`src/mips_pkg.sv`:
```
`default_nettype none

package mips_pkg;

    // basic widths
    typedef logic [31:0] word_t;
    typedef logic [31:0] addr_t;
    typedef logic [4:0]  reg_idx_t;

    // major opcode, bits 31:26
    typedef enum logic [5:0] {
        op_special = 6'd0,
        op_beq     = 6'd4,
        op_addiu   = 6'd9,
        op_lw      = 6'd35,
        op_sw      = 6'd43
    } opcode_e;

    // function field of special instructions, bits 5:0
    typedef enum logic [5:0] {
        fn_jr   = 6'd8,
        fn_addu = 6'd33
    } funct_e;

    // core only runs or sits halted after jr $0
    typedef enum logic {
        st_run,
        st_halted
    } core_state_e;

    // memory depths in words
    localparam int dram_words = 4096;
    localparam int iram_words = 1024;
    localparam int dram_addr_bits = $clog2(dram_words);
    localparam int iram_addr_bits = $clog2(iram_words);

    // data memory preload: arithmetic series then an all-ones block
    localparam word_t preload_step = 32'hdcba1234;
    localparam int    series_words = 28;
    localparam addr_t fill_base    = 32'h100;
    localparam int    fill_words   = 29;

endpackage

`default_nettype wire

```
`src/reg_file.sv`:
```
`timescale 1ns/1ps
`default_nettype none

module reg_file (
    input  logic               clk,
    input  logic               reset,
    input  mips_pkg::reg_idx_t rs_idx,
    input  mips_pkg::reg_idx_t rt_idx,
    output mips_pkg::word_t    rs_val,
    output mips_pkg::word_t    rt_val,
    input  logic               wr_en,
    input  mips_pkg::reg_idx_t wr_idx,
    input  mips_pkg::word_t    wr_val,
    output mips_pkg::word_t    v0
);
    import mips_pkg::*;

    // 32 general registers, $0 kept at zero
    word_t regs [32];

    // clear all on reset, drop writes to $0
    always_ff @(posedge clk) begin
        if (reset) begin
            for (int i = 0; i < 32; i++) begin
                regs[i] <= '0;
            end
        end else if (wr_en && wr_idx != '0) begin
            regs[wr_idx] <= wr_val;
        end
    end

    // two asynchronous read ports
    assign rs_val = (rs_idx == '0) ? '0 : regs[rs_idx];
    assign rt_val = (rt_idx == '0) ? '0 : regs[rt_idx];

    // v0 tap for the result port
    assign v0 = regs[2];

endmodule

`default_nettype wire

```
`config.mk`:
```
export PLATFORM = sky130hd
export DESIGN_NAME = reg_file
export DESIGN_NICKNAME = d
export VERILOG_FILES = /design/src/mips_pkg.sv /design/src/reg_file.sv
export SDC_FILE = /design/constraint.sdc
export NUM_CORES = 2
export LEC_CHECK = 0
export ABC_CLOCK_PERIOD_IN_PS = 2000
export BUFFER_PORTS_ARGS = -buffer_cell sky130_fd_sc_hd__clkbuf_2
export CORE_MARGIN = 2
export CORE_UTILIZATION = 45
export DETAILED_ROUTE_END_ITERATION = 8
export MAX_ROUTING_LAYER = met4
export PLACE_DENSITY = 0.63
export RECOVER_POWER = 100
export SLEW_MARGIN = 20
export SYNTH_ARGS = -nofsm -noshare
export SYNTH_HDL_FRONTEND = slang
export SYNTH_SLANG_ARGS = --single-unit
export TNS_END_PERCENT = 50
```
`constraint.sdc`:
```
create_clock -name clk -period 2 [get_ports clk]
set_input_delay 0.2 -clock clk [delete_from_list [all_inputs] [get_ports clk]]
set_output_delay 0.2 -clock clk [all_outputs]
set_load 0.01 [all_outputs]
```
# Word level (Yosys, flattened, before mapping)
# Memory sizes are Yosys's and may differ from the RTL's.
# Index checks and enable logic that the tools add are counted.
[classes] add_sub_neg=0 n_mul=0 div_mod_pow=0 order_cmp=0 n_eq_ne=0 shifts=0 mux=10 n_bitwise=0 n_reduce_logical=5
[ops] cell="two-way mux 32 bit" n=3
[ops] cell="OR reduction 32 bit" n=1
[ops] cell="zero test 5 bit" n=2
[ops] cell="two-way mux 1 bit" n=6
[ops] cell="two-way mux 5 bit" n=1
[ops] cell="nonzero test 5 bit" n=1
[ops] cell="logical AND 1 bit" n=1
[totals] register_bits=0 latchBits=0 mem_bits_rw=1024 romBits=0 output_inout_bits=96 mem_count=1
[memory_table] memory="regs" depth=32 width=32 rd=3 rd_ports_with_merged_regs=0 write_ports=32 line_no="reg_file.sv:19" rtl="word_t regs [32];"

# Logic depth before layout (Yosys ltp)
[depth] ltp_word=7 ltp_mapped=9

# Least setup slack after synthesis
# OpenSTA, ideal clock, no wires.
[synth_path] kind="input to output" start="input rt_idx[0]" end="output rt_val[12]" arrival_ns=1.890 t_required_ns=1.800 slack_ns=-0.090 stages=6 path_buffers=3 path_cell_list="buf_2 -> buf_4 -> buf_2 -> mux4_2 -> a2111oi_0 -> nor3_1"
[synth_via] elab_chain_cells=2 word_cells_on_any_way=3 classes_between="mux: 1; reduce/logical: 1; memory: 1"
[synth_rtl] element="from (decl)" line_no="reg_file.sv:8" rtl="input mips_pkg::reg_idx_t rt_idx,"
[synth_rtl] element="memory (32 x 32 bit) or zero test 5 bit (tied branches)"
[synth_rtl] element="two-way mux 32 bit (*)" line_no="reg_file.sv:34" rtl="assign rt_val = (rt_idx == '0) ? '0 : regs[rt_idx];"
[synth_rtl] element="to (decl)" line_no="reg_file.sv:10" rtl="output mips_pkg::word_t rt_val,"
# Mark *: on every way between the ends. The rest lies on a longest branch, timed or not.

==> summary.txt <==
Status: complete, but fails checks
Failing checks: max-capacitance violations, max-slew violations, negative setup slack
Via density: 6.35
Final Hold Fails: 0
DP Wirelength: 125,000 µm
Comb pwr share: 14.4%
Int Pwr: 40.9 mW
Place WS: -0.922 ns
Hold WS: 0.248 ns
Number of CTS-inserted buffers: 109
Clock tree sinks: 1,024
Worst hold path depth: 2
Slew @ Worst Pin: 2.01 ns
Routed Antenna Nets: 0
Area delta synth->final: 22.0%
DR iter-0 viols: 5,201
GR Overflow Total: 0
CP endpoint kind: output port
I/O Buffers: 145
Syn. warnings: 0
CTS tree: yes
Hold path startpoint: wr_val[17]
Worst VDD drop: 0.702 mV
Crit-path most repeated cell: mux4_2
Total global-route track usage: 31.7%
GP Congestion: 0.920
Die height: 351 µm
Vias: 35,800
Mapped Area: 54,100 µm²
Vias in the first global route: 35,800
Final worst slack: -0.872 ns
Seq/Total Area, Yosys: 56.9%
Sw Pwr: 13.7 mW
Design area: 66,000 µm²
Setup violators final: 1,032
Number of synthesized register bits: 1,024
Hold-fix buffers, CTS: 0
Clock-pin slew on the worst setup and hold paths: 0.07 ns
Top register by number of flip-flops: regs
Tot Pwr: 54.7 mW
Total core area: 120,000 µm²
Register share of total power: 46.6%
Crit-path leading delay family: multiplexers
Arrival time at the worst endpoint: 2.67 ns
Worst rel slew slack: -33.7%
Power Density: 828 nW/µm²
Final wirelength: 188,000 µm
Initial Utilization: 45.2%
Final critical-path share of the clock period: 144%
Slowest stage cell on the critical path: mux4_2
H-tree depth: 3
Largest regs: regs: 1024 flops
DP Area: 61,200 µm²
Synth unique cells: 41
Max Clock Freq: 0.348 GHz
Avg Synthesized Cell Area: 15.5 µm²
Die width: 351 µm
Unrepaired setup endpoints after global routing: yes
WL per Instance: 33.4 µm
Post-synthesis instance total: 3,492
WP buf/inv: 2
Top-level port count: 146
Largest net degree at the start of global routing: 64
Root buffer cell: clkbuf_16
CP startpoint kind: flip-flop
Worst Path Required: 1.80 ns
Minimum clock period: 2.87 ns
Crit-path max FO: 2
Crit-path cells: mux4_2, mux4_2, o22ai_1, buf_4, nor3_1, clkbuf_2
Largest register FFs: 1,024
Total of max-cap violations: 1
# rows: 127
Worst hold path class: input port to flip-flop
Clk network pwr share: 39.0%
Share of layout cells above drive strength 1: 37.2%
Pre-Repair DR Iteration Count: 5
DIE AREA: 123,000 µm²
CP Class: flip-flop to output port
Slowest stage delay, CP: 0.55 ns
Sw Share: 25.1%
Leakage: 23.2 nW
Post-route DRC: 0
First-pass GRT wire length: 266,000 µm
End of the worst hold path: regs[15][17]$_SDFFCE_PN0P_
Clk buf depth: 3
Antenna violations before repair: 16
Final net count: 3,979
Fin. max-slew vios: 64
==> cell usage after synthesis, drive strengths merged <==
library cell | number | share of area (%)
o22ai | 79 | 0.91
or3 | 2 | 0.023
a211oi | 29 | 0.40
nand3b | 5 | 0.069
nor4b | 1 | 0.016
a22oi | 17 | 0.24
o211ai | 3 | 0.042
nor2b | 9 | 0.10
a21oi | 13 | 0.12
conb | 1 | 0.0069
nand2 | 8 | 0.056
nand4bb | 1 | 0.021
o211a | 3 | 0.056
and3 | 3 | 0.035
mux2i | 151 | 2.8
buf | 107 | 1.2
mux4 | 474 | 20
nand2b | 7 | 0.081
a32o | 4 | 0.074
and4b | 1 | 0.019
or3b | 3 | 0.049
nor4 | 5 | 0.058
nand4b | 1 | 0.016
mux2 | 31 | 0.65
and2 | 995 | 12
clkbuf | 274 | 1.9
a2111oi | 26 | 0.42
a221oi | 3 | 0.049
nor3 | 54 | 0.50
inv | 1 | 0.0069
nand3 | 6 | 0.056
o221ai | 26 | 0.42
a22o | 51 | 0.83
o21ai | 3 | 0.028
or2 | 33 | 0.38
nor2 | 37 | 0.26
edfxtp | 1024 | 57
nor3b | 1 | 0.014
==> kinds of logic after synthesis <==
group                  Yosys count  synth area share (%)
buffers and inverters          382                  3.11
AND/OR/NAND/NOR               1172                  13.3
flip-flops                    1024                  56.9
AO/OA/AOI/OAI                  257                  3.59
other                            1               0.00693
multiplexers                   656                  23.2
==> power by group through the flow <==
stage          clock network [mW]  logic, mW  registers, mW
6_report                     21.3       7.86           25.5
5_1_grt                      22.2       8.12           25.6
4_1_cts                      21.4       7.74           25.4
3_5_place_dp                    0       7.28           25.9
3_3_place_gp                    0       7.24           25.8
2_1_floorplan                   0       3.86           25.6
==> how the worst max path moves through the flow <==
stage | startpoint | end | slack (ns) | depth (start not counted)
floorplan | rt_idx[0] | rt_val[20] | -0.04 | 6
global placement | rt_idx[0] | rt_val[18] | -0.96 | 8
detailed placement | rt_idx[0] | rt_val[18] | -0.92 | 8
CTS | regs[18][13]$_SDFFCE_PN0P_ | rs_val[13] | -0.91 | 6
global route | regs[25][11]$_SDFFCE_PN0P_ | rs_val[11] | -0.92 | 6
finish | regs[19][0]$_SDFFCE_PN0P_ | rs_val[0] | -0.87 | 6
==> layer usage <==
layer	vias up	share of wire [%]	track usage, %
li1	14400	-	-
met5	-	0	-
met1	18600	39	43.8
met2	2387	45	47.2
met4	0	4.2	11.0
met3	402	11	6.01
==> per-stage QoR <==
| step | TNS, ns | instances | utilization (%) |
|---|---|---|---|
| 2_1_floorplan | -1.51 | 3523 | - |
| 3_3_place_gp | -44.12 | 5415 | 51.2 |
| 3_5_place_dp | -35.90 | 5416 | 51.2 |
| 4_1_cts | -48.45 | 5616 | 55.2 |
| 5_1_grt | -196.25 | 5641 | 55.2 |
| 6_report | -101.77 | 5643 | 55.2 |
==> area by class of cell <==
cell class / instances / area, µm²
Timing Repair Buffer: 676 / 6280
Tap cell: 1612 / 2020
Sequential cell: 1024 / 30700
Clock buffer: 126 / 2880
Inverter: 1 / 3.75
Antenna cell: 12 / 30.0
Multi-Input combinational cell: 2117 / 23200
Clock inverter: 75 / 832
Fill cell: 9414 / 53600
==> repair_timing <==
item                       CTS  global route
buffers inserted            10            17
pin swaps                   90            19
resized for setup          204            46
setup endpoints to repair   64            64
==> cell usage in the layout, fill, tap and decap left out, types with 22 or more instances in the layout <==
cell | netlist | layout
edfxtp_1 | 1024 | 1024
and2_1 | 995 | 636
mux4_2 | 474 | 474
and2_0 | 0 | 358
buf_4 | 28 | 312
mux2i_1 | 151 | 149
clkbuf_2 | 0 | 146
buf_12 | 0 | 135
clkbuf_16 | 0 | 113
clkbuf_1 | 274 | 65
o22ai_1 | 79 | 60
or2_2 | 33 | 33
conb_1 | 1 | 32
mux2_2 | 31 | 31
a22o_1 | 51 | 29
nor3_2 | 0 | 27
o221ai_1 | 26 | 26
nor2_1 | 37 | 24
clkinv_1 | 0 | 23
a22o_4 | 0 | 22
a2111oi_4 | 0 | 22
Power figures use the tool's default switching activity.
