--- src/mips_pkg.sv ---
`default_nettype none

package mips_pkg;

    // basic widths
    typedef logic [31:0] word_t;
    typedef logic [31:0] addr_t;
    typedef logic [4:0]  reg_idx_t;

    // major opcode, bits 31:26
    typedef enum logic [5:0] {
        op_special = 6'd0,
        op_beq     = 6'd4,
        op_addiu   = 6'd9,
        op_lw      = 6'd35,
        op_sw      = 6'd43
    } opcode_e;

    // function field of special instructions, bits 5:0
    typedef enum logic [5:0] {
        fn_jr   = 6'd8,
        fn_addu = 6'd33
    } funct_e;

    // core only runs or sits halted after jr $0
    typedef enum logic {
        st_run,
        st_halted
    } core_state_e;

    // memory depths in words
    localparam int dram_words = 4096;
    localparam int iram_words = 1024;
    localparam int dram_addr_bits = $clog2(dram_words);
    localparam int iram_addr_bits = $clog2(iram_words);

    // data memory preload: arithmetic series then an all-ones block
    localparam word_t preload_step = 32'hdcba1234;
    localparam int    series_words = 28;
    localparam addr_t fill_base    = 32'h100;
    localparam int    fill_words   = 29;

endpackage

`default_nettype wire

--- src/mem_bus_if.sv ---
`timescale 1ns/1ps
`default_nettype none

interface mem_bus_if;
    import mips_pkg::*;

    // byte address, word aligned in practice
    addr_t addr;
    logic  read;
    logic  write;
    word_t writedata;
    // valid in the same cycle while read is high
    word_t readdata;

    // core side drives the request
    modport cpu (
        output addr, read, write, writedata,
        input  readdata
    );

    // memory side answers combinationally
    modport mem (
        input  addr, read, write, writedata,
        output readdata
    );

endinterface

`default_nettype wire

--- src/mips_core.sv ---
`timescale 1ns/1ps
`default_nettype none

module mips_core (
    input  logic               clk,
    input  logic               reset,
    output mips_pkg::addr_t    fetch_addr,
    input  mips_pkg::word_t    instr,
    output mips_pkg::reg_idx_t rs_idx,
    output mips_pkg::reg_idx_t rt_idx,
    input  mips_pkg::word_t    rs_val,
    input  mips_pkg::word_t    rt_val,
    output logic               wr_en,
    output mips_pkg::reg_idx_t wr_idx,
    output mips_pkg::word_t    wr_val,
    mem_bus_if.cpu             dbus,
    output logic               running
);
    import mips_pkg::*;

    // control state
    addr_t       pc_q;
    addr_t       pc_d;
    core_state_e state_q;
    core_state_e state_d;
    logic        running_q;
    logic        active;

    // decoded fields
    opcode_e  opcode;
    funct_e   funct;
    reg_idx_t rd_idx;
    word_t    imm_sext;

    // instruction class
    logic is_addu;
    logic is_addiu;
    logic is_lw;
    logic is_sw;
    logic is_beq;
    logic is_halt;

    // datapath
    word_t alu_b;
    word_t sum;
    addr_t pc_plus4;
    addr_t branch_target;
    logic  take_branch;

    // field split
    assign opcode   = opcode_e'(instr[31:26]);
    assign funct    = funct_e'(instr[5:0]);
    assign rs_idx   = instr[25:21];
    assign rt_idx   = instr[20:16];
    assign rd_idx   = instr[15:11];
    assign imm_sext = {{16{instr[15]}}, instr[15:0]};

    // subset decode, anything else falls through as a no-op
    assign is_addu  = (opcode == op_special) && (funct == fn_addu);
    assign is_addiu = (opcode == op_addiu);
    assign is_lw    = (opcode == op_lw);
    assign is_sw    = (opcode == op_sw);
    assign is_beq   = (opcode == op_beq);
    // only jr $0 is meaningful, it stops the core
    assign is_halt  = (opcode == op_special) && (funct == fn_jr) && (rs_idx == '0);

    // retire one instruction per edge once out of reset and not halted
    // running_q already falls on the halt edge
    assign active = running_q;

    // shared adder for addu, addiu and the load/store address
    assign alu_b = is_addu ? rt_val : imm_sext;
    assign sum   = rs_val + alu_b;

    // data bus, strobes low unless retiring
    assign dbus.addr      = sum;
    assign dbus.writedata = rt_val;
    assign dbus.read      = active && is_lw;
    assign dbus.write     = active && is_sw;

    // write-back: rd for addu, rt for addiu and lw
    assign wr_en  = active && (is_addu || is_addiu || is_lw);
    assign wr_idx = is_addu ? rd_idx : rt_idx;
    // load data comes back in the same cycle
    assign wr_val = is_lw ? dbus.readdata : sum;

    // branch, no delay slot
    assign pc_plus4      = pc_q + 32'd4;
    assign branch_target = pc_plus4 + (imm_sext << 2);
    assign take_branch   = is_beq && (rs_val == rt_val);

    always_comb begin
        pc_d    = pc_q;
        state_d = state_q;
        if (active) begin
            if (is_halt) begin
                // pc parks on the jr
                state_d = st_halted;
            end else if (take_branch) begin
                pc_d = branch_target;
            end else begin
                pc_d = pc_plus4;
            end
        end
    end

    // pc held at zero while the program loads
    always_ff @(posedge clk) begin
        if (reset) begin
            pc_q      <= '0;
            state_q   <= st_run;
            running_q <= 1'b0;
        end else begin
            pc_q      <= pc_d;
            state_q   <= state_d;
            // rises on first edge after reset, falls with the halt
            running_q <= (state_d == st_run);
        end
    end

    assign fetch_addr = pc_q;
    assign running    = running_q;

endmodule

`default_nettype wire

--- src/flat_wrapper.sv ---
// flat-port wrapper written by rule: the top's interface ports become plain ports
module mips_core_flat import mips_pkg::*;
  (clk, reset, fetch_addr, instr, rs_idx, rt_idx, rs_val, rt_val, wr_en, wr_idx, wr_val, running, dbus_addr, dbus_read, dbus_write, dbus_writedata, dbus_readdata);
  mem_bus_if dbus_i ();
  input  logic clk;
  input  logic reset;
  output mips_pkg::addr_t fetch_addr;
  input  mips_pkg::word_t instr;
  output mips_pkg::reg_idx_t rs_idx;
  output mips_pkg::reg_idx_t rt_idx;
  input  mips_pkg::word_t rs_val;
  input  mips_pkg::word_t rt_val;
  output logic wr_en;
  output mips_pkg::reg_idx_t wr_idx;
  output mips_pkg::word_t wr_val;
  output logic running;
  output wire logic [$bits(dbus_i.addr)-1:0] dbus_addr;
  output wire logic [$bits(dbus_i.read)-1:0] dbus_read;
  output wire logic [$bits(dbus_i.write)-1:0] dbus_write;
  output wire logic [$bits(dbus_i.writedata)-1:0] dbus_writedata;
  input wire logic [$bits(dbus_i.readdata)-1:0] dbus_readdata;
  assign dbus_addr = dbus_i.addr;
  assign dbus_read = dbus_i.read;
  assign dbus_write = dbus_i.write;
  assign dbus_writedata = dbus_i.writedata;
  assign dbus_i.readdata = dbus_readdata;
  mips_core u_core (.clk(clk), .reset(reset), .fetch_addr(fetch_addr), .instr(instr), .rs_idx(rs_idx), .rt_idx(rt_idx), .rs_val(rs_val), .rt_val(rt_val), .wr_en(wr_en), .wr_idx(wr_idx), .wr_val(wr_val), .dbus(dbus_i), .running(running));
endmodule
--- config.mk ---
export PLATFORM = sky130hd
export DESIGN_NAME = mips_core_flat
export DESIGN_NICKNAME = d
export VERILOG_FILES = /design/src/mips_pkg.sv /design/src/mem_bus_if.sv /design/src/mips_core.sv /design/src/flat_wrapper.sv
export SDC_FILE = /design/constraint.sdc
export NUM_CORES = 1
export LEC_CHECK = 0
export ABC_AREA = 1
export BUFFER_PORTS_ARGS = -buffer_cell sky130_fd_sc_hd__buf_2
export CAP_MARGIN = 20
export CELL_PAD_IN_SITES_DETAIL_PLACEMENT = 1
export CELL_PAD_IN_SITES_GLOBAL_PLACEMENT = 1
export CORE_UTILIZATION = 34
export CTS_BUF_LIST = sky130_fd_sc_hd__clkbuf_4 sky130_fd_sc_hd__clkbuf_8
export DETAILED_ROUTE_END_ITERATION = 10
export PLACE_DENSITY = 0.88
export REMOVE_ABC_BUFFERS = 1
export SLEW_MARGIN = 20
export SYNTH_ARGS = -nofsm -noshare
export SYNTH_HDL_FRONTEND = slang
export SYNTH_SLANG_ARGS = --single-unit
--- constraint.sdc ---
create_clock -name clk -period 4.6 [get_ports clk]
set_clock_uncertainty 0.05 [all_clocks]
set_input_delay 0.92 -clock clk [delete_from_list [all_inputs] [get_ports clk]]
set_output_delay 0.92 -clock clk [all_outputs]
set_load 0.02 [all_outputs]
# Yosys cells after proc, flatten, opt, wreduce, memory -nomap -nowiden
# Cells that the tools add are included.
dict set report word_totals {
  regBits 34
  input_bits 130
  out_inout_bits 147
  word_cells 33
}
dict set report classes {
  n_addsub 3
  n_eq_ne 7
  muxes 6
  bitwise 2
  reduce_logical 12
}
# cell n
set op_table {}
lappend op_table {{32-bit two-way mux} 3}
lappend op_table {{32-bit adder} 2}
lappend op_table {{32-bit by 3-bit adder with 32-bit output, second input constant} 1}
lappend op_table {{32-bit equality test} 1}
lappend op_table {{6-bit equality test, second input constant} 3}
lappend op_table {{6-bit by 4-bit equality test with 1-bit output, second input constant} 2}
lappend op_table {{1-bit logical AND} 7}
lappend op_table {{6-bit by 3-bit equality test with 1-bit output, second input constant} 1}
lappend op_table {{6-bit zero test} 1}
lappend op_table {{5-bit zero test} 1}
lappend op_table {{5-bit two-way mux} 1}
lappend op_table {{1-bit logical OR} 2}
lappend op_table {{1-bit two-way mux} 2}
lappend op_table {{1-bit inverter} 2}
lappend op_table {{2-bit AND reduction} 1}

# Longest topological paths before layout
# Gate-level depths: netlist of run 1.
dict set report depth {
  word_depth 6
  depth_mapped 22
}

# Worst setup path before layout of run 1
# Ideal clock, no wire load.
dict set report synth_timing {
  path_kind {input -> output}
  start {input port instr[26]}
  end {output port wr_val[14]}
  arrival_ns 3.595
  required_time_ns 3.630
  path_slack_ns 0.035
  stages 19
  n_path_buf 1
  path_cell_list {inv_1 > nand3_1 > nor3_2 > nand2_1 > clkbuf_1 > o21ai_0 > inv_1 > ha_1 > inv_1 > fa_1 > nand3b_1 > nand2_1 > a21oi_1 > o21ai_1 > nand2_1 > nand2_1 > xor2_1 > nand2_1 > nand2_1}
}
dict set report synth_via {
  elab_chain_len 5
}
# item line_no
set synth_rtl {}
lappend synth_rtl {{start: declaration} flat_wrapper.sv:8} ;# input mips_pkg::word_t instr;
lappend synth_rtl {{6-bit zero test} mips_core.sv:59} ;# assign is_addu = (opcode == op_special) && (funct == fn_addu);
lappend synth_rtl {{1-bit logical AND} mips_core.sv:59}
lappend synth_rtl {{32-bit two-way mux} mips_core.sv:72} ;# assign alu_b = is_addu ? rt_val : imm_sext;
lappend synth_rtl {{32-bit adder} mips_core.sv:73} ;# assign sum = rs_val + alu_b;
lappend synth_rtl {{via dbus_addr[14]} flat_wrapper.sv:17} ;# output wire logic [$bits(dbus_i.addr)-1:0] dbus_addr;
lappend synth_rtl {{32-bit two-way mux} mips_core.sv:85} ;# assign wr_val = is_lw ? dbus.readdata : sum;
lappend synth_rtl {{end: declaration} flat_wrapper.sv:15} ;# output mips_pkg::word_t wr_val;
# The timed path passes the listed nets, and every way through them passes these cells.

# Worst setup path after layout of run 1
dict set report layout_timing {
  start {input port instr[27]}
  end {output port wr_val[3]}
}
dict set report layout_via {
  elab_chain_len 5
}
# item line_no
set layout_rtl {}
lappend layout_rtl {{6-bit zero test} mips_core.sv:59}
lappend layout_rtl {{1-bit logical AND} mips_core.sv:59}
lappend layout_rtl {{32-bit two-way mux} mips_core.sv:72}
lappend layout_rtl {{32-bit adder} mips_core.sv:73}
lappend layout_rtl {{32-bit two-way mux (*)} mips_core.sv:85}
# Mark *: on every way between the ends. The rest lies on a longest branch, timed or not.

==> results.json, run 1 <==
{
  "start_kind": "input pin",
  "drive_gt1_share_pct": 36.1,
  "synth_top_area_share_pct": 25.3,
  "path_class": "in2out",
  "via_count": 13012,
  "relSlewSlack_pct": 5.66,
  "htreeDepth": 2,
  "synth-edff-count": 0,
  "grt_use_total_pct": 31.0,
  "hold_path_class": "reg2reg",
  "avgViaCountPerCell": 5.88,
  "core_area_um2": 23600,
  "gp_congestion": 0.947,
  "period_minus_slack_ns": 5.21,
  "rsz0062_at_grt": "yes",
  "period_share_pct": 113,
  "cts.clk_slew.worst_paths_ns": 0.08,
  "wirelength_um": 55500,
  "start_util_pct": 34.9,
  "slew_viol_final": 0,
  "cp.arrival_ns": 4.24,
  "worstPathRequired_ns": 3.63,
  "worst_slew_pin_slew_ns": 1.40,
  "dp_cells": 2177,
  "grt_overflow": 0,
  "cp-end-kind": "output port",
  "finalSetupViolCount": 55,
  "status": "finished, violations left",
  "ys_warn_count": 0,
  "drtAntennaViolNets": 0,
  "fmax_mhz": 192,
  "clockRootBuffer": "clkbuf_8",
  "rows": 56,
  "grt_pass1_wl_um": 59700,
  "post-dp-hpwl_um": 33500,
  "crit_top_cell": "nand2_1",
  "cp_slowest_stage_delay_ns": 0.52,
  "port-buffer-count": 274,
  "fin_nets": 2091,
  "grt_pass1_vias": 11317,
  "drcViolationCount": 0,
  "finalHoldViolations": 0,
  "firstDrtPassIters": 5,
  "ctsHoldBuffers": 0,
  "grt_max_degree": 34,
  "wl_per_cell_um": 25.1,
  "netlist_instances": 1536,
  "synth_ff_type": "dfxtp_1",
  "syn_to_final_growth_pct": 49.9,
  "insertion_delay_ns": 0.31,
  "yosys-top-cells-count": "nand2_1 (554), inv_1 (215), nor2_1 (146)",
  "die_x_um": 158,
  "power-per-cell-area_nw_per_um2": 198,
  "crit_family": "simple AND/OR/NAND/NOR gates",
  "dieArea_um2": 24800,
  "async_flop_share_pct": 0,
  "violations": "negative setup slack",
  "fp.dieH_um": 158,
  "seq_area_frac_synth_pct": 7.78,
  "ys_ff_latch": 32,
  "path_buf_inv": 8,
  "p_leak_nw": 6.64,
  "synthesis.area_um2": 8230,
  "ys_types": 49,
  "yosys.area.top_type": "nand2_1",
  "numCtsBuffers": 5,
  "synth_area_leaders": "nand2_1 (25%), ha_1 (11%), inv_1 (9.8%)",
  "ir_drop_mv": 0.139,
  "path_max_fanout": 5,
  "stdcell_area_um2": 12300,
  "layoutNonFillerInstCount": 2212,
  "ios": 277,
  "cts_tree": "yes",
  "synth_area_per_cell_um2": 5.36,
  "maxCapViolCount": 0,
  "path_cells": "buf_2 > inv_1 > nand3_2 > nor3_4 > buf_6 > nand2_8 > inv_4 > buf_6 > nand2_1 > nand2_1 > ha_4 > nor2_1 > nand2_2 > o21ai_2 > buf_6 > buf_4 > xnor2_1 > nand2_1 > nand2_1 > buf_2",
  "antenna_found_initial": 7,
  "postPlaceCellArea_um2": 10500,
  "clk_path_buf_depth": 2,
  "setup_ws_ns": -0.615,
  "crit_slowest_cell": "xnor2_1",
  "drtIter0Drc": 1313,
  "synth_most_common_cell": "nand2_1",
  "clock_sinks": 32
}
[per-stage QoR]
step	hold WS (ns)	setup TNS (ns)	setup WS, ns	utilization [%]	total power (W)
after detailed placement	0.458	-7.77	-0.304	44.3	0.00167
after floorplan	0.429	-8.88	-0.529	-	0.00106
final	0.474	-15.79	-0.615	52.3	0.00244
after CTS	0.470	-0.639	-0.0700	45.5	0.00196
after global placement	0.453	-2.44	-0.234	44.3	0.00164
after global routing	0.493	-21.26	-0.735	52.2	0.00252
[final timing paths]
check / from / endpoint / slack [ns] / cells after the start
setup / recovery: instr[27] / wr_val[3] / -0.61 / 20
hold / removal: u_core.fetch_addr[30]$_SDFFE_PP0P_ / u_core.fetch_addr[30]$_SDFFE_PP0P_ / 0.47 / 2
setup reg to reg: u_core.fetch_addr[8]$_SDFFE_PP0P_ / u_core.fetch_addr[17]$_SDFFE_PP0P_ / 0.52 / 16
hold reg to reg: u_core.fetch_addr[30]$_SDFFE_PP0P_ / u_core.fetch_addr[30]$_SDFFE_PP0P_ / 0.47 / 2
[metal layers]
layer  GRT usage [%]  up-vias  share of wire [%]
met3            2.71      402                 10
met2            57.2     1006                 46
met4            13.0        8                9.5
met1            36.4     6103                 35
li1                -     5493                  -
met5               0        -               0.10
[state kept, by name, summed over array words and instances (netlist names)]
| register | cells |
|---|---|
| u_core.running | 1 |
| u_core.fetch_addr | 30 |
| u_core.state_q | 1 |
[power by group]
part	switching, W	internal (W)	leakage [nW]
Combinational	0.00117	0.000691	6.33
Sequential	0.0000258	0.000292	0.263
Clock	0.000129	0.000134	0.0524
[logic make-up after synthesis]
group	Yosys count	synth area share, %
and+or+nand+nor	878	45.2
buffers and inverters	288	15.4
AOI/OAI and AO/OA	193	12.5
adders and majority gates	73	11.3
xor gates and xnor gates	71	7.83
DFF	32	7.78
other	1	0.0455
[tightest hold or removal path, cell delays in order (launching register included)]
cell and delay [ns]:
dfxtp_1 0.35, nand2_1 0.08, a21oi_1 0.06
[timing repair]
item | 4_1_cts | 5_1_grt
endpoints found under the setup margin | 47 | 50
buffers inserted | 1 | 21
cloned | 0 | 4
gates resized for setup | 45 | 347
pin swaps | 6 | 57
[layout by cell type (no fill, tap or decap), drive strengths merged, types with 2 or more instances in the layout]
cell    count
inv       220
nor4        6
buf       409
or2         9
nor3       27
nor2      155
a21oi     100
o21bai      6
nand3      86
xor2       52
nand4      20
nand2     558
and2       10
conb        2
xnor2      19
diode       4
a21o       10
o21ai      71
dfxtp      32
fa          2
o211ai      2
nor3b       2
clkbuf     10
ha         71
nand3b      5
[cell type report]
| class | count | area (um^2) |
|---|---|---|
| fill | 3283 | 11300 |
| tap | 319 | 399 |
| antenna | 4 | 10.0 |
| multi-input combinational | 1218 | 7620 |
| sequential | 32 | 641 |
| inverter | 220 | 841 |
| clock buffer | 8 | 97.6 |
| timing repair buffer | 411 | 2730 |
No activity file was read; power rests on OpenSTA's default activity.
==> run 2: changes to the inputs <==
- RECOVER_POWER: unset -> 25
==> run 2 against run 1 <==
- worst setup slack better by 0.0038 ns
- utilization fell by 0.12 points
- largest cell class unchanged
- the run still ends with negative setup slack left
- flip-flop and latch count did not move
- critical path type unchanged
- via count barely moved
- sequential share of layout area barely moved
- global-route usage did not move
- die area unchanged
- largest power group unchanged
- sequential power is essentially flat
- wire length down 0.56%
- non-clock buffer count unchanged
==> results.json, run 2 (synthesis gave the netlist of run 1 again) <==
{
  "drive_gt1_share_pct": 34.7,
  "crit_path_start": "instr[27]",
  "drtIter0Drc": 1266,
  "multi_input_area_um2": 7620,
  "period_minus_slack_ns": 5.21,
  "drcViolationCount": 0,
  "ir_drop_mv": 0.142,
  "insertion_delay_ns": 0.31,
  "antenna_found_initial": 7,
  "drtAntennaViolNets": 0,
  "port-buffer-count": 274,
  "endpoint": "wr_val[15]",
  "worst_slew_pin_slew_ns": 0.969,
  "layoutNonFillerInstCount": 2214,
  "finalSetupViolCount": 55,
  "reg2reg_depth": 16,
  "post-dp-hpwl_um": 33500,
  "grt_overflow": 0,
  "finalHoldViolations": 0,
  "relSlewSlack_pct": 34.9,
  "post-place-ws_ns": -0.304,
  "violations": "negative setup slack",
  "htreeDepth": 2,
  "stdcell_area_um2": 12300,
  "cts_tree": "yes",
  "cp.arrival_ns": 4.24,
  "fin_nets": 2091,
  "ios": 277,
  "syn_to_final_growth_pct": 49.6,
  "cts.clk_slew.worst_paths_ns": 0.08,
  "r2r-end": "u_core.fetch_addr[17]$_SDFFE_PP0P_",
  "wl_per_cell_um": 24.9,
  "rows": 56,
  "clk_path_buf_depth": 2,
  "die_x_um": 158,
  "setup_ws_ns": -0.611,
  "fp.dieH_um": 158,
  "power.total_w": 0.00244,
  "via_count": 13025,
  "clock_sinks": 32,
  "period_share_pct": 113,
  "power-per-cell-area_nw_per_um2": 198,
  "mostFrequentLayoutCells": "nand2_1 (483), buf_2 (206), inv_1 (198)",
  "rsz0062_at_grt": "yes",
  "p_leak_nw": 6.54,
  "utilization_pct": 52.2,
  "fill_cells": 3292,
  "hold_path_class": "reg2reg",
  "largest_reg_flops": 30,
  "numCtsBuffers": 5,
  "grt_pass1_wl_um": 59700,
  "avgViaCountPerCell": 5.88,
  "dieArea_um2": 24800,
  "ctsHoldBuffers": 0,
  "start_kind": "input pin",
  "maxCapViolCount": 0,
  "clockRootBuffer": "clkbuf_8",
  "grt_max_degree": 34,
  "grt_pass1_vias": 11317,
  "slew_viol_final": 0,
  "firstDrtPassIters": 6,
  "regArea_um2": 641,
  "status": "finished, violations left",
  "worstPathRequired_ns": 3.63,
  "dp_cells": 2177,
  "fmax_mhz": 192,
  "start_util_pct": 34.9,
  "core_area_um2": 23600,
  "path_class": "in2out",
  "path_max_fanout": 6,
  "cp-end-kind": "output port",
  "r2r_slack_ns": 0.51,
  "grt_use_total_pct": 31.0,
  "wirelength_um": 55200,
  "r2r-start": "u_core.fetch_addr[8]$_SDFFE_PP0P_",
  "gp_congestion": 0.947,
  "layout_commonest_cell": "nand2_1",
  "postPlaceCellArea_um2": 10500
}
[run 2: timing repair]
item,CTS,global route
gates resized for setup,45,347
gates cloned,0,4
buffers inserted,1,21
pin swaps,6,57
setup endpoints to repair,47,50
[run 2: worst max-delay path, stage by stage]
cell	delay [ns]
buf_2	0.11
inv_1	0.09
nand3_2	0.11
nor3_4	0.30
nand2_4	0.18
buf_12	0.19
nand2_1	0.10
o21ai_0	0.12
ha_2	0.44
buf_4	0.15
nand3_4	0.10
nor3_4	0.22
nand2_2	0.09
nand2_4	0.12
xor2_2	0.37
buf_4	0.22
nand2_1	0.10
nand2_1	0.16
buf_6	0.14
[run 2: cell type report]
type	instances	share of cell area, %
Antenna cell	6	0.122
Clock buffer	8	0.792
Inverter	220	6.83
Multi-Input combinational cell	1218	61.9
Sequential cell	32	5.20
Tap cell	319	3.24
Timing Repair Buffer	411	21.9
[run 2: power by group]
group | switching, W | total (W) | internal [W]
combinational | 0.00117 | 0.00186 | 0.000688
clock | 0.000131 | 0.000265 | 0.000134
sequential | 0.0000260 | 0.000318 | 0.000292
total | 0.00133 | 0.00244 | 0.00111
[run 2: worst min path at each step]
| stage | startpoint | to | slack (ns) | cells past startpoint |
|---|---|---|---|---|
| finish | u_core.fetch_addr[30]$_SDFFE_PP0P_ | u_core.fetch_addr[30]$_SDFFE_PP0P_ | 0.48 | 2 |
| global route | u_core.fetch_addr[30]$_SDFFE_PP0P_ | u_core.fetch_addr[30]$_SDFFE_PP0P_ | 0.49 | 2 |
| floorplan | u_core.state_q$_SDFF_PP0_ | u_core.running$_SDFF_PP0_ | 0.43 | 3 |
| CTS | u_core.fetch_addr[30]$_SDFFE_PP0P_ | u_core.fetch_addr[30]$_SDFFE_PP0P_ | 0.47 | 2 |
| global placement | u_core.fetch_addr[30]$_SDFFE_PP0P_ | u_core.fetch_addr[30]$_SDFFE_PP0P_ | 0.45 | 2 |
| detailed placement | u_core.fetch_addr[30]$_SDFFE_PP0P_ | u_core.fetch_addr[30]$_SDFFE_PP0P_ | 0.46 | 2 |
[run 2: stage by stage]
stage               TNS [ns]  hold slack (ns)
global route          -21.26            0.494
floorplan              -8.88            0.429
CTS                   -0.639            0.470
detailed placement     -7.77            0.458
finish                -15.27            0.480
global placement       -2.44            0.453
[run 2: per-layer routing]
| metal | vias up | share of wire, % | GRT usage [%] |
|---|---|---|---|
| li1 | 5497 | - | - |
| met1 | 6114 | 34 | 36.4 |
| met2 | 1000 | 46 | 57.2 |
| met3 | 410 | 9.8 | 2.71 |
| met4 | 4 | 9.7 | 13.0 |
| met5 | - | 0.049 | 0 |
